[src/rtl/streamer_pkg.sv]
//////////////////////////////////////////////////////////////////////
// Streamer package
// Widths, channel ids, buffer depths and the structs shared by the
// load/store streamer and its Wishbone memory port
//////////////////////////////////////////////////////////////////////

package streamer_pkg;

  // Memory and stream word geometry
  localparam int unsigned DATA_W = 32;
  localparam int unsigned ADDR_W = 32;
  localparam int unsigned SEL_W  = DATA_W / 8;

  // Channel ids, also the bit order of the arbiter request vectors
  localparam int unsigned NUM_CHAN  = 4;
  localparam int unsigned X_CHAN_ID = 0;
  localparam int unsigned W_CHAN_ID = 1;
  localparam int unsigned Y_CHAN_ID = 2;
  localparam int unsigned Z_CHAN_ID = 3;

  // Job length and per-channel buffering
  localparam int unsigned LEN_W            = 16;
  localparam int unsigned LOAD_FIFO_DEPTH  = 4;
  localparam int unsigned STORE_FIFO_DEPTH = 2;

  // One channel job, stride is in bytes and len in words
  typedef struct packed {
    logic [ADDR_W-1:0] base;
    logic [ADDR_W-1:0] stride;
    logic [LEN_W-1:0]  len;
  } stream_cfg_t;

  typedef struct packed {
    stream_cfg_t x;
    stream_cfg_t w;
    stream_cfg_t y;
    stream_cfg_t z;
  } streamer_ctrl_t;

  // Sticky completion bits and the global busy
  typedef struct packed {
    logic done_x;
    logic done_w;
    logic done_y;
    logic done_z;
    logic busy;
  } streamer_flags_t;

  // Request from a channel towards the arbiter
  typedef struct packed {
    logic [ADDR_W-1:0] addr;
    logic              we;
    logic [DATA_W-1:0] wdata;
    logic [SEL_W-1:0]  sel;
  } mem_req_t;

  // Wishbone classic master to slave
  typedef struct packed {
    logic              cyc;
    logic              stb;
    logic              we;
    logic [ADDR_W-1:0] adr;
    logic [DATA_W-1:0] dat;
    logic [SEL_W-1:0]  sel;
  } wb_m2s_t;

  // Wishbone classic slave to master
  typedef struct packed {
    logic              ack;
    logic [DATA_W-1:0] dat;
  } wb_s2m_t;

endpackage

[src/rtl/stream_fifo.sv]
//////////////////////////////////////////////////////////////////////
// Stream FIFO
// Synchronous circular buffer with a type parameter for its payload
//////////////////////////////////////////////////////////////////////

`timescale 1ns/1ps

module stream_fifo #(
  parameter  int unsigned DEPTH = 4,
  parameter  type         T     = logic [streamer_pkg::DATA_W-1:0],
  localparam int unsigned CNT_W = $clog2(DEPTH + 1)
) (
  input  logic             clk_i,
  input  logic             rst_n_i,
  input  logic             clear_i,
  input  logic             push_i,
  input  T                 data_i,
  output logic             full_o,
  output logic [CNT_W-1:0] count_o,
  input  logic             pop_i,
  output T                 data_o,
  output logic             empty_o
);

  // A depth of one still needs a one bit pointer
  localparam int unsigned PTR_W = (DEPTH > 1) ? $clog2(DEPTH) : 1;

  T                 mem_q [DEPTH];
  logic [PTR_W-1:0] wr_ptr_q;
  logic [PTR_W-1:0] rd_ptr_q;
  logic [CNT_W-1:0] cnt_q;

  // Pointer increment with wrap for depths that are not a power of two
  function automatic logic [PTR_W-1:0] ptr_inc(input logic [PTR_W-1:0] ptr);
    return (ptr == PTR_W'(DEPTH - 1)) ? '0 : ptr + 1'b1;
  endfunction

  always_ff @(posedge clk_i) begin
    if (!rst_n_i) begin
      wr_ptr_q <= '0;
      rd_ptr_q <= '0;
      cnt_q    <= '0;
    end else if (clear_i) begin
      // A new job drops whatever is left
      wr_ptr_q <= '0;
      rd_ptr_q <= '0;
      cnt_q    <= '0;
    end else begin
      if (push_i) begin
        wr_ptr_q <= ptr_inc(wr_ptr_q);
      end
      if (pop_i) begin
        rd_ptr_q <= ptr_inc(rd_ptr_q);
      end
      // Occupancy only moves when exactly one side is active
      case ({push_i, pop_i})
        2'b10:   cnt_q <= cnt_q + 1'b1;
        2'b01:   cnt_q <= cnt_q - 1'b1;
        default: cnt_q <= cnt_q;
      endcase
    end
  end

  // Storage array
  always_ff @(posedge clk_i) begin
    if (push_i) begin
      mem_q[wr_ptr_q] <= data_i;
    end
  end

  assign data_o  = mem_q[rd_ptr_q];
  assign count_o = cnt_q;
  assign full_o  = (cnt_q == CNT_W'(DEPTH));
  assign empty_o = (cnt_q == '0);

  // The producer must pace itself on full_o
  a_no_push_full : assert property (@(posedge clk_i) disable iff (!rst_n_i)
    push_i |-> !full_o);

  // The consumer only pops a word it has seen
  a_no_pop_empty : assert property (@(posedge clk_i) disable iff (!rst_n_i)
    pop_i |-> !empty_o);

endmodule

[src/rtl/stream_addr_gen.sv]
//////////////////////////////////////////////////////////////////////
// Strided address generator
// Walks base + i*stride for len words of one channel job
//////////////////////////////////////////////////////////////////////

`timescale 1ns/1ps

module stream_addr_gen (
  input  logic                              clk_i,
  input  logic                              rst_n_i,
  input  logic                              start_i,
  input  streamer_pkg::stream_cfg_t         cfg_i,
  input  logic                              step_i,
  output logic [streamer_pkg::ADDR_W-1:0]   addr_o,
  output logic                              last_o,
  output logic                              done_o
);

  logic [streamer_pkg::ADDR_W-1:0] addr_q;
  logic [streamer_pkg::ADDR_W-1:0] stride_q;
  logic [streamer_pkg::LEN_W-1:0]  left_q;
  logic                            done_q;

  // Remaining words and the completion flag
  always_ff @(posedge clk_i) begin
    if (!rst_n_i) begin
      left_q <= '0;
      done_q <= 1'b0;
    end else if (start_i) begin
      left_q <= cfg_i.len;
      // An empty job is finished right away
      done_q <= (cfg_i.len == '0);
    end else if (step_i) begin
      left_q <= left_q - 1'b1;
      done_q <= last_o;
    end
  end

  // Address walk
  always_ff @(posedge clk_i) begin
    if (start_i) begin
      addr_q   <= cfg_i.base;
      stride_q <= cfg_i.stride;
    end else if (step_i) begin
      addr_q <= addr_q + stride_q;
    end
  end

  assign addr_o = addr_q;
  // Final address flagged in the same cycle it is presented
  assign last_o = (left_q == streamer_pkg::LEN_W'(1));
  assign done_o = done_q;

  // The owning channel stops stepping once the job is complete
  a_no_step_done : assert property (@(posedge clk_i) disable iff (!rst_n_i)
    step_i |-> !done_o);

endmodule

[src/rtl/stream_source.sv]
//////////////////////////////////////////////////////////////////////
// Load channel
// Issues strided reads and turns the returned words into a
// valid/ready stream through a small FIFO
//////////////////////////////////////////////////////////////////////

`timescale 1ns/1ps

module stream_source (
  input  logic                              clk_i,
  input  logic                              rst_n_i,
  input  logic                              start_i,
  input  streamer_pkg::stream_cfg_t         cfg_i,
  output logic                              req_valid_o,
  output streamer_pkg::mem_req_t            req_o,
  input  logic                              gnt_done_i,
  input  logic [streamer_pkg::DATA_W-1:0]   rdata_i,
  output logic                              valid_o,
  output logic [streamer_pkg::DATA_W-1:0]   data_o,
  input  logic                              ready_i,
  output logic                              done_o
);

  logic [streamer_pkg::ADDR_W-1:0]                    rd_addr;
  logic                                               gen_done;
  logic [$clog2(streamer_pkg::LOAD_FIFO_DEPTH+1)-1:0] fifo_cnt;
  logic                                               fifo_empty;
  logic                                               active_q;
  logic                                               done_q;

  // Address steps when the read in flight is acknowledged
  stream_addr_gen i_addr_gen (
    .clk_i   ( clk_i      ),
    .rst_n_i ( rst_n_i    ),
    .start_i ( start_i    ),
    .cfg_i   ( cfg_i      ),
    .step_i  ( gnt_done_i ),
    .addr_o  ( rd_addr    ),
    .last_o  (            ),
    .done_o  ( gen_done   )
  );

  // Returned words land here on the ack edge
  stream_fifo #(
    .DEPTH ( streamer_pkg::LOAD_FIFO_DEPTH          ),
    .T     ( logic [streamer_pkg::DATA_W-1:0]       )
  ) i_load_fifo (
    .clk_i   ( clk_i               ),
    .rst_n_i ( rst_n_i             ),
    .clear_i ( start_i             ),
    .push_i  ( gnt_done_i          ),
    .data_i  ( rdata_i             ),
    .full_o  (                     ),
    .count_o ( fifo_cnt            ),
    .pop_i   ( valid_o && ready_i  ),
    .data_o  ( data_o              ),
    .empty_o ( fifo_empty          )
  );

  // The request stays up until its ack, so it is the outstanding read
  // Issuing only below depth keeps a free slot reserved for it
  assign req_valid_o = active_q && !gen_done &&
                       (fifo_cnt < streamer_pkg::LOAD_FIFO_DEPTH);
  assign req_o       = '{addr: rd_addr, we: 1'b0, wdata: '0, sel: '1};

  assign valid_o = !fifo_empty;

  // Job tracking, done once every word has left the FIFO
  always_ff @(posedge clk_i) begin
    if (!rst_n_i) begin
      active_q <= 1'b0;
      done_q   <= 1'b0;
    end else if (start_i) begin
      active_q <= 1'b1;
      done_q   <= 1'b0;
    end else if (active_q && gen_done && fifo_empty) begin
      active_q <= 1'b0;
      done_q   <= 1'b1;
    end
  end

  assign done_o = done_q;

endmodule

[src/rtl/stream_sink.sv]
//////////////////////////////////////////////////////////////////////
// Store channel
// Pairs incoming stream words with strided addresses and queues
// them as write requests
//////////////////////////////////////////////////////////////////////

`timescale 1ns/1ps

module stream_sink (
  input  logic                              clk_i,
  input  logic                              rst_n_i,
  input  logic                              start_i,
  input  streamer_pkg::stream_cfg_t         cfg_i,
  input  logic                              valid_i,
  input  logic [streamer_pkg::DATA_W-1:0]   data_i,
  output logic                              ready_o,
  output logic                              req_valid_o,
  output streamer_pkg::mem_req_t            req_o,
  input  logic                              gnt_done_i,
  output logic                              done_o
);

  logic [streamer_pkg::ADDR_W-1:0] wr_addr;
  logic                            gen_done;
  logic                            fifo_full;
  logic                            fifo_empty;
  logic                            accept;
  streamer_pkg::mem_req_t          wr_req;
  logic                            active_q;
  logic                            done_q;

  // Accept while there is room and the job still wants words
  assign ready_o = active_q && !gen_done && !fifo_full;
  assign accept  = valid_i && ready_o;

  // Each accepted word takes the next address
  stream_addr_gen i_addr_gen (
    .clk_i   ( clk_i    ),
    .rst_n_i ( rst_n_i  ),
    .start_i ( start_i  ),
    .cfg_i   ( cfg_i    ),
    .step_i  ( accept   ),
    .addr_o  ( wr_addr  ),
    .last_o  (          ),
    .done_o  ( gen_done )
  );

  // Full word write, all byte lanes enabled
  assign wr_req = '{addr: wr_addr, we: 1'b1, wdata: data_i, sel: '1};

  stream_fifo #(
    .DEPTH ( streamer_pkg::STORE_FIFO_DEPTH ),
    .T     ( streamer_pkg::mem_req_t        )
  ) i_store_fifo (
    .clk_i   ( clk_i      ),
    .rst_n_i ( rst_n_i    ),
    .clear_i ( start_i    ),
    .push_i  ( accept     ),
    .data_i  ( wr_req     ),
    .full_o  ( fifo_full  ),
    .count_o (            ),
    .pop_i   ( gnt_done_i ),
    .data_o  ( req_o      ),
    .empty_o ( fifo_empty )
  );

  // Head of the FIFO is the pending write
  assign req_valid_o = !fifo_empty;

  // Done when all words are taken and the last write is acked
  always_ff @(posedge clk_i) begin
    if (!rst_n_i) begin
      active_q <= 1'b0;
      done_q   <= 1'b0;
    end else if (start_i) begin
      active_q <= 1'b1;
      done_q   <= 1'b0;
    end else if (active_q && gen_done && fifo_empty) begin
      active_q <= 1'b0;
      done_q   <= 1'b1;
    end
  end

  assign done_o = done_q;

endmodule

[src/rtl/ldst_arbiter.sv]
//////////////////////////////////////////////////////////////////////
// Load/store arbiter and Wishbone classic master
// Round robin over X, W and the shared Y/Z slot, with Z ahead of Y,
// one transaction in flight
//////////////////////////////////////////////////////////////////////

`timescale 1ns/1ps

module ldst_arbiter (
  input  logic                                              clk_i,
  input  logic                                              rst_n_i,
  input  logic [streamer_pkg::NUM_CHAN-1:0]                 req_valid_i,
  input  streamer_pkg::mem_req_t [streamer_pkg::NUM_CHAN-1:0] req_i,
  output logic [streamer_pkg::NUM_CHAN-1:0]                 gnt_done_o,
  output logic [streamer_pkg::DATA_W-1:0]                   rdata_o,
  output streamer_pkg::wb_m2s_t                             wb_o,
  input  streamer_pkg::wb_s2m_t                             wb_i
);

  // Y and Z share one slot, so there is one slot fewer than channels
  localparam int unsigned NUM_SLOT = streamer_pkg::NUM_CHAN - 1;
  localparam int unsigned SLOT_W   = $clog2(NUM_SLOT);
  localparam int unsigned CHAN_W   = $clog2(streamer_pkg::NUM_CHAN);

  logic [NUM_SLOT-1:0]   slot_req;
  logic [SLOT_W-1:0]     rr_q;
  logic [SLOT_W-1:0]     win_slot;
  logic                  win_vld;
  logic [CHAN_W-1:0]     win_chan;
  logic [CHAN_W-1:0]     gnt_q;
  streamer_pkg::wb_m2s_t wb_q;

  // Slot index equals the channel id for X, W and Y
  assign slot_req[streamer_pkg::X_CHAN_ID] = req_valid_i[streamer_pkg::X_CHAN_ID];
  assign slot_req[streamer_pkg::W_CHAN_ID] = req_valid_i[streamer_pkg::W_CHAN_ID];
  assign slot_req[streamer_pkg::Y_CHAN_ID] = req_valid_i[streamer_pkg::Y_CHAN_ID] |
                                             req_valid_i[streamer_pkg::Z_CHAN_ID];

  // Round robin pick starting at rr_q
  always_comb begin
    int unsigned slot;
    win_vld  = 1'b0;
    win_slot = rr_q;
    // Scan far to near so the slot closest to the pointer wins
    for (int k = NUM_SLOT - 1; k >= 0; k--) begin
      slot = (int'(rr_q) + k) % NUM_SLOT;
      if (slot_req[slot]) begin
        win_vld  = 1'b1;
        win_slot = SLOT_W'(slot);
      end
    end
  end

  // A pending store takes the Y/Z slot ahead of the Y load
  always_comb begin
    win_chan = CHAN_W'(win_slot);
    if (win_slot == SLOT_W'(streamer_pkg::Y_CHAN_ID) &&
        req_valid_i[streamer_pkg::Z_CHAN_ID]) begin
      win_chan = CHAN_W'(streamer_pkg::Z_CHAN_ID);
    end
  end

  always_ff @(posedge clk_i) begin
    if (!rst_n_i) begin
      wb_q.cyc <= 1'b0;
      wb_q.stb <= 1'b0;
      rr_q     <= '0;
    end else if (wb_q.cyc) begin
      // Bus frozen until the slave acks, then one idle cycle
      if (wb_i.ack) begin
        wb_q.cyc <= 1'b0;
        wb_q.stb <= 1'b0;
      end
    end else if (win_vld) begin
      wb_q.cyc <= 1'b1;
      wb_q.stb <= 1'b1;
      wb_q.we  <= req_i[win_chan].we;
      wb_q.adr <= req_i[win_chan].addr;
      wb_q.dat <= req_i[win_chan].wdata;
      wb_q.sel <= req_i[win_chan].sel;
      gnt_q    <= win_chan;
      // Next turn goes to the slot after the winner
      rr_q     <= (win_slot == SLOT_W'(NUM_SLOT - 1)) ? '0 : win_slot + 1'b1;
    end
  end

  // One-hot completion pulse in the ack cycle
  always_comb begin
    gnt_done_o        = '0;
    gnt_done_o[gnt_q] = wb_q.cyc & wb_i.ack;
  end

  assign rdata_o = wb_i.dat;
  assign wb_o    = wb_q;

  // The granted channel keeps presenting the latched request until its ack
  a_req_held : assert property (@(posedge clk_i) disable iff (!rst_n_i)
    wb_o.cyc |-> req_valid_i[gnt_q] && req_i[gnt_q].addr == wb_o.adr &&
                 req_i[gnt_q].we == wb_o.we && req_i[gnt_q].wdata == wb_o.dat);

  // Address held across wait states
  a_adr_stable : assert property (@(posedge clk_i) disable iff (!rst_n_i)
    wb_o.stb && !wb_i.ack |=> $stable(wb_o.adr));

endmodule

[src/rtl/redmule_streamer.sv]
//////////////////////////////////////////////////////////////////////
// Streamer top level
// Three load channels and one store channel sharing a single
// Wishbone classic master port
//////////////////////////////////////////////////////////////////////

`timescale 1ns/1ps

module redmule_streamer (
  input  logic                              clk_i,
  input  logic                              rst_n_i,
  input  logic                              start_i,
  input  streamer_pkg::streamer_ctrl_t      ctrl_i,
  output streamer_pkg::streamer_flags_t     flags_o,
  // X load stream
  output logic                              x_valid_o,
  output logic [streamer_pkg::DATA_W-1:0]   x_data_o,
  input  logic                              x_ready_i,
  // W load stream
  output logic                              w_valid_o,
  output logic [streamer_pkg::DATA_W-1:0]   w_data_o,
  input  logic                              w_ready_i,
  // Y load stream
  output logic                              y_valid_o,
  output logic [streamer_pkg::DATA_W-1:0]   y_data_o,
  input  logic                              y_ready_i,
  // Z store stream
  input  logic                              z_valid_i,
  input  logic [streamer_pkg::DATA_W-1:0]   z_data_i,
  output logic                              z_ready_o,
  // Memory port
  output streamer_pkg::wb_m2s_t             wb_o,
  input  streamer_pkg::wb_s2m_t             wb_i
);

  logic [streamer_pkg::NUM_CHAN-1:0]                   req_valid;
  streamer_pkg::mem_req_t [streamer_pkg::NUM_CHAN-1:0] req;
  logic [streamer_pkg::NUM_CHAN-1:0]                   gnt_done;
  logic [streamer_pkg::NUM_CHAN-1:0]                   done;
  logic [streamer_pkg::DATA_W-1:0]                     rdata;
  logic                                                busy_q;

  stream_source i_x_source (
    .clk_i       ( clk_i                                ),
    .rst_n_i     ( rst_n_i                              ),
    .start_i     ( start_i                              ),
    .cfg_i       ( ctrl_i.x                             ),
    .req_valid_o ( req_valid[streamer_pkg::X_CHAN_ID]   ),
    .req_o       ( req[streamer_pkg::X_CHAN_ID]         ),
    .gnt_done_i  ( gnt_done[streamer_pkg::X_CHAN_ID]    ),
    .rdata_i     ( rdata                                ),
    .valid_o     ( x_valid_o                            ),
    .data_o      ( x_data_o                             ),
    .ready_i     ( x_ready_i                            ),
    .done_o      ( done[streamer_pkg::X_CHAN_ID]        )
  );

  stream_source i_w_source (
    .clk_i       ( clk_i                                ),
    .rst_n_i     ( rst_n_i                              ),
    .start_i     ( start_i                              ),
    .cfg_i       ( ctrl_i.w                             ),
    .req_valid_o ( req_valid[streamer_pkg::W_CHAN_ID]   ),
    .req_o       ( req[streamer_pkg::W_CHAN_ID]         ),
    .gnt_done_i  ( gnt_done[streamer_pkg::W_CHAN_ID]    ),
    .rdata_i     ( rdata                                ),
    .valid_o     ( w_valid_o                            ),
    .data_o      ( w_data_o                             ),
    .ready_i     ( w_ready_i                            ),
    .done_o      ( done[streamer_pkg::W_CHAN_ID]        )
  );

  stream_source i_y_source (
    .clk_i       ( clk_i                                ),
    .rst_n_i     ( rst_n_i                              ),
    .start_i     ( start_i                              ),
    .cfg_i       ( ctrl_i.y                             ),
    .req_valid_o ( req_valid[streamer_pkg::Y_CHAN_ID]   ),
    .req_o       ( req[streamer_pkg::Y_CHAN_ID]         ),
    .gnt_done_i  ( gnt_done[streamer_pkg::Y_CHAN_ID]    ),
    .rdata_i     ( rdata                                ),
    .valid_o     ( y_valid_o                            ),
    .data_o      ( y_data_o                             ),
    .ready_i     ( y_ready_i                            ),
    .done_o      ( done[streamer_pkg::Y_CHAN_ID]        )
  );

  stream_sink i_z_sink (
    .clk_i       ( clk_i                                ),
    .rst_n_i     ( rst_n_i                              ),
    .start_i     ( start_i                              ),
    .cfg_i       ( ctrl_i.z                             ),
    .valid_i     ( z_valid_i                            ),
    .data_i      ( z_data_i                             ),
    .ready_o     ( z_ready_o                            ),
    .req_valid_o ( req_valid[streamer_pkg::Z_CHAN_ID]   ),
    .req_o       ( req[streamer_pkg::Z_CHAN_ID]         ),
    .gnt_done_i  ( gnt_done[streamer_pkg::Z_CHAN_ID]    ),
    .done_o      ( done[streamer_pkg::Z_CHAN_ID]        )
  );

  ldst_arbiter i_ldst_arbiter (
    .clk_i       ( clk_i     ),
    .rst_n_i     ( rst_n_i   ),
    .req_valid_i ( req_valid ),
    .req_i       ( req       ),
    .gnt_done_o  ( gnt_done  ),
    .rdata_o     ( rdata     ),
    .wb_o        ( wb_o      ),
    .wb_i        ( wb_i      )
  );

  // Job in progress since the last start
  always_ff @(posedge clk_i) begin
    if (!rst_n_i) begin
      busy_q <= 1'b0;
    end else if (start_i) begin
      busy_q <= 1'b1;
    end else if (&done) begin
      busy_q <= 1'b0;
    end
  end

  // Busy drops as soon as the last channel reports done
  assign flags_o = '{
    done_x: done[streamer_pkg::X_CHAN_ID],
    done_w: done[streamer_pkg::W_CHAN_ID],
    done_y: done[streamer_pkg::Y_CHAN_ID],
    done_z: done[streamer_pkg::Z_CHAN_ID],
    busy:   busy_q && !(&done)
  };

endmodule

[config.mk]
export PLATFORM = sky130hd
export DESIGN_NAME = redmule_streamer
export DESIGN_NICKNAME = d
export VERILOG_FILES = /design/src/rtl/streamer_pkg.sv /design/src/rtl/stream_fifo.sv /design/src/rtl/stream_addr_gen.sv /design/src/rtl/stream_source.sv /design/src/rtl/stream_sink.sv /design/src/rtl/ldst_arbiter.sv /design/src/rtl/redmule_streamer.sv
export SDC_FILE = /design/constraint.sdc
export NUM_CORES = 1
export LEC_CHECK = 0
export BUFFER_PORTS_ARGS = -buffer_cell sky130_fd_sc_hd__buf_4
export CORE_MARGIN = 2
export CORE_UTILIZATION = 45
export DETAILED_ROUTE_END_ITERATION = 7
export PLACE_DENSITY = 0.67
export SLEW_MARGIN = 15
export SYNTH_ARGS = -nofsm -noshare
export SYNTH_HDL_FRONTEND = slang
export SYNTH_SLANG_ARGS = --single-unit
[constraint.sdc]
create_clock -name clk_i -period 4.6 [get_ports clk_i]
set_clock_uncertainty 0.15 [all_clocks]
set_input_delay 0.92 -clock clk_i [delete_from_list [all_inputs] [get_ports clk_i]]
set_output_delay 0.92 -clock clk_i [all_outputs]
set_load 0.02 [all_outputs]
==> results.yml <==
placement:
  placed_cell_area_mm2: 0.0484
  gp_congestion: 0.908
  dp_cells: 4847
  dp_hpwl_um: 82200
  port_buffers: 563
  pre_cts_ws_ps: 902
sta:
  setup_viol_count_final: 0
  grt_setup_unrepaired: "false"
  setup_ws_ps: 888
  period_minus_slack_ps: 3710
  fin_setup_tns_ps: 0
  slew_violations: 0
  timing.final.crit_share_pct: 80.7
  timing.slew.headroom_pct: 25.7
  worst_slew_pin_slew_ps: 1110
  max_freq_mhz: 269
  timing.hold.ws_ps: 247
  finalHoldViolCount: 0
power:
  max-vdd-ir-drop_mv: 0.408
  leakage_nw: 18.8
  power_density_mw_per_mm2: 460
cells_and_area:
  nets: 4237
  syn2layout_area_growth_pct: 20.9
  final_cells: 5040
  final_area_mm2: 0.0517
  layout-drive-gt1-share_pct: 24.6
clock_network:
  cts.htree.levels: 3
  clkSinkCount: 948
  cts_tree: "built"
  cts_resized: 0
  cts_root_buffer: "clkbuf_16"
  cts_hold_buffers: 0
  insertion_delay_ps: 690
  post-cts-setup-buffers: 0
  path_clk_slew_ps: 60
  cts_made_buffers: 101
  cts_buffer_depth: 3
run_status:
  run_status: "completed"
logic_synthesis:
  synth_common_cells: "835 x edfxtp_1, 234 x nand2_1, 224 x nor2_1, 190 x o21ai_0, 183 x a21oi_1"
  yosysMostFrequentCell: "edfxtp_1"
  ys_async_sr_fraction_pct: 0
  ys_ff_latch: 948
  synth_edf_count: 835
  yosysTopAreaCell: "edfxtp_1"
  ys_seq_area_share_pct: 63.9
  synth_cell_types: 85
  synth.area.top_cells: "edfxtp_1 59%, dfxtp_1 5.3%, mux4_2 5.1%"
  synth_area_mm2: 0.0428
  synth_top_area_share_pct: 58.6
  synthFlopType: "edfxtp_1"
  yosys_warnings: 0
  synthCells: 3107
  syn_area_per_cell_um2: 13.8
worst_setup_path:
  reg2reg_from: "i_ldst_arbiter.rr_q[1]$_SDFFE_PN0P_"
  path_class: "reg -> reg"
  ff2ff_path_depth: 11
  worstPathArrival_ps: 3960
  start_kind: "register"
  reg2reg_slack_ps: 890
  crit-reg2reg-capture: "i_ldst_arbiter.wb_o[31]$_DFFE_PP_"
  required_ps: 4850
  end_kind: "register"
  worstPathMaxFanout: 54
drt:
  vias: 28200
  routedWlPerCell_um: 23.2
  wirelength_um: 117000
  drtPass1Iterations: 6
  drt_iter0_markers: 2466
  drtAntennaViolNets: 0
  via_per_inst: 5.60
  drcViolationCount: 0
flow_run:
  drv_cap: 0
min_path:
  min_from: "ctrl_i[284]"
  hold_path_class: "in -> reg"
  worstHoldEndpoint: "i_x_source.i_addr_gen.stride_q[28]$_DFFE_PP_"
  holdPathStages: 1
floorplanning:
  core_area_mm2: 0.0946
  die_y_um: 312
  std_cell_rows: 113
  die_area_mm2: 0.0975
  num_io_pins: 568
  start_util_pct: 45.2
  die_w_um: 312
global_route:
  antenna_found_initial: 14
  grt.overflow.total: 0
  grt_max_degree: 157
  grt_usage_pct: 23.6
  grt_pass1_vias: 27500
  grt_pass1_wl_um: 173000
-- where the power goes --
| part | switching [mW] | internal [mW] |
|---|---|---|
| combinational | 2.99 | 2.07 |
| clock | 3.44 | 4.50 |
| sequential | 0.499 | 10.3 |
| total | 6.93 | 16.9 |
-- kinds of logic (layout without fill, tap and decap cells) --
kind of cell | count (synthesis) | count (layout) | share of synthesized area, %
buffers and inverters | 203 | 862 | 1.93
flip-flops | 948 | 948 | 63.9
multiplexers | 214 | 214 | 7.95
AND/OR/NAND/NOR | 758 | 758 | 8.41
AO/OA/AOI/OAI | 684 | 684 | 10.1
adder cells (fa/ha/maj) | 161 | 161 | 4.83
other | 1 | 10 | 0.00877
XOR/XNOR | 138 | 138 | 2.83
-- worst max-delay path, cell delays in order, from the launching register on --
cell and delay [ps]:
dfxtp_1 330, inv_1 140, ha_1 390, or4bb_1 510, a21oi_1 250, a221oi_1 90
o31ai_1 110, a21o_1 210, nand2_4 390, nand2_1 310, buf_4 390, nor2_1 100
-- through the flow --
step | power, mW | utilization [%]
after floorplan | 14.1 | -
after global placement | 15.9 | 51.2
after detailed placement | 16.0 | 51.2
after CTS | 23.9 | 54.6
after global routing | 24.9 | 54.6
final | 23.8 | 54.6
-- layer usage --
metal / routed length (um) / vias up / global-route usage, %
met2: 53200 / 998 / 36.2
li1: - / 13200 / -
met1: 51900 / 13900 / 33.8
met5: 92 / - / 0
met4: 3190 / 14 / 7.36
met3: 8420 / 167 / 4.80
-- worst max-delay path by stage --
stage | slack, ps | end | start
global placement | 930 | i_ldst_arbiter.wb_o[23]$_DFFE_PP_ | i_ldst_arbiter.rr_q[1]$_SDFFE_PN0P_
CTS | 850 | w_data_o[17] | register
global route | 600 | i_ldst_arbiter.wb_o[31]$_DFFE_PP_ | i_ldst_arbiter.rr_q[1]$_SDFFE_PN0P_
detailed placement | 900 | i_ldst_arbiter.wb_o[18]$_DFFE_PP_ | i_ldst_arbiter.rr_q[1]$_SDFFE_PN0P_
floorplan | 890 | i_ldst_arbiter.gnt_q[0]$_DFFE_PP_ | i_ldst_arbiter.rr_q[0]$_SDFFE_PN0P_
finish | 890 | i_ldst_arbiter.wb_o[31]$_DFFE_PP_ | i_ldst_arbiter.rr_q[1]$_SDFFE_PN0P_
-- sequential cells by signal (all words and copies together), names as in the netlist, 3 cells and up, named ones only --
name,count
i_w_source.i_load_fifo.mem_q,128
i_x_source.i_load_fifo.mem_q,128
i_y_source.i_load_fifo.mem_q,128
i_z_sink.i_store_fifo.mem_q,128
i_ldst_arbiter.wb_o,67
i_w_source.i_addr_gen.addr_o,32
i_w_source.i_addr_gen.stride_q,32
i_x_source.i_addr_gen.addr_o,32
i_x_source.i_addr_gen.stride_q,32
i_y_source.i_addr_gen.addr_o,32
i_y_source.i_addr_gen.stride_q,32
i_z_sink.i_addr_gen.addr_o,32
i_z_sink.i_addr_gen.stride_q,32
i_w_source.i_addr_gen.left_q,16
i_x_source.i_addr_gen.left_q,16
i_y_source.i_addr_gen.left_q,16
i_z_sink.i_addr_gen.left_q,16
i_w_source.i_load_fifo.count_o,3
i_x_source.i_load_fifo.count_o,3
i_y_source.i_load_fifo.count_o,3
-- placed cells by master, fill, tap and decap left out, types with 56 or more instances in the layout --
cell       synthesis  layout
mux4_2            96      96
buf_4             10     595
ha_1             153     153
xor2_1            65      65
xnor2_1           73      73
nand2_1          234     230
mux2i_1           75      75
nor2_1           224     223
edfxtp_1         835     835
dfxtp_1          113     108
o21ai_0          190     190
nor3_1            57      56
clkbuf_16          0     102
inv_1             72      71
a21oi_1          183     183
-- layout make-up --
cell class	count	area, um2
clock inverter	53	528
fill	7779	42900
multi-input combinational	1959	14700
inverter	75	284
antenna	6	15.0
clock buffer	134	2700
timing repair buffer	600	4560
sequential	948	27300
tap	1265	1580
No activity file was read; power rests on OpenSTA's default activity.
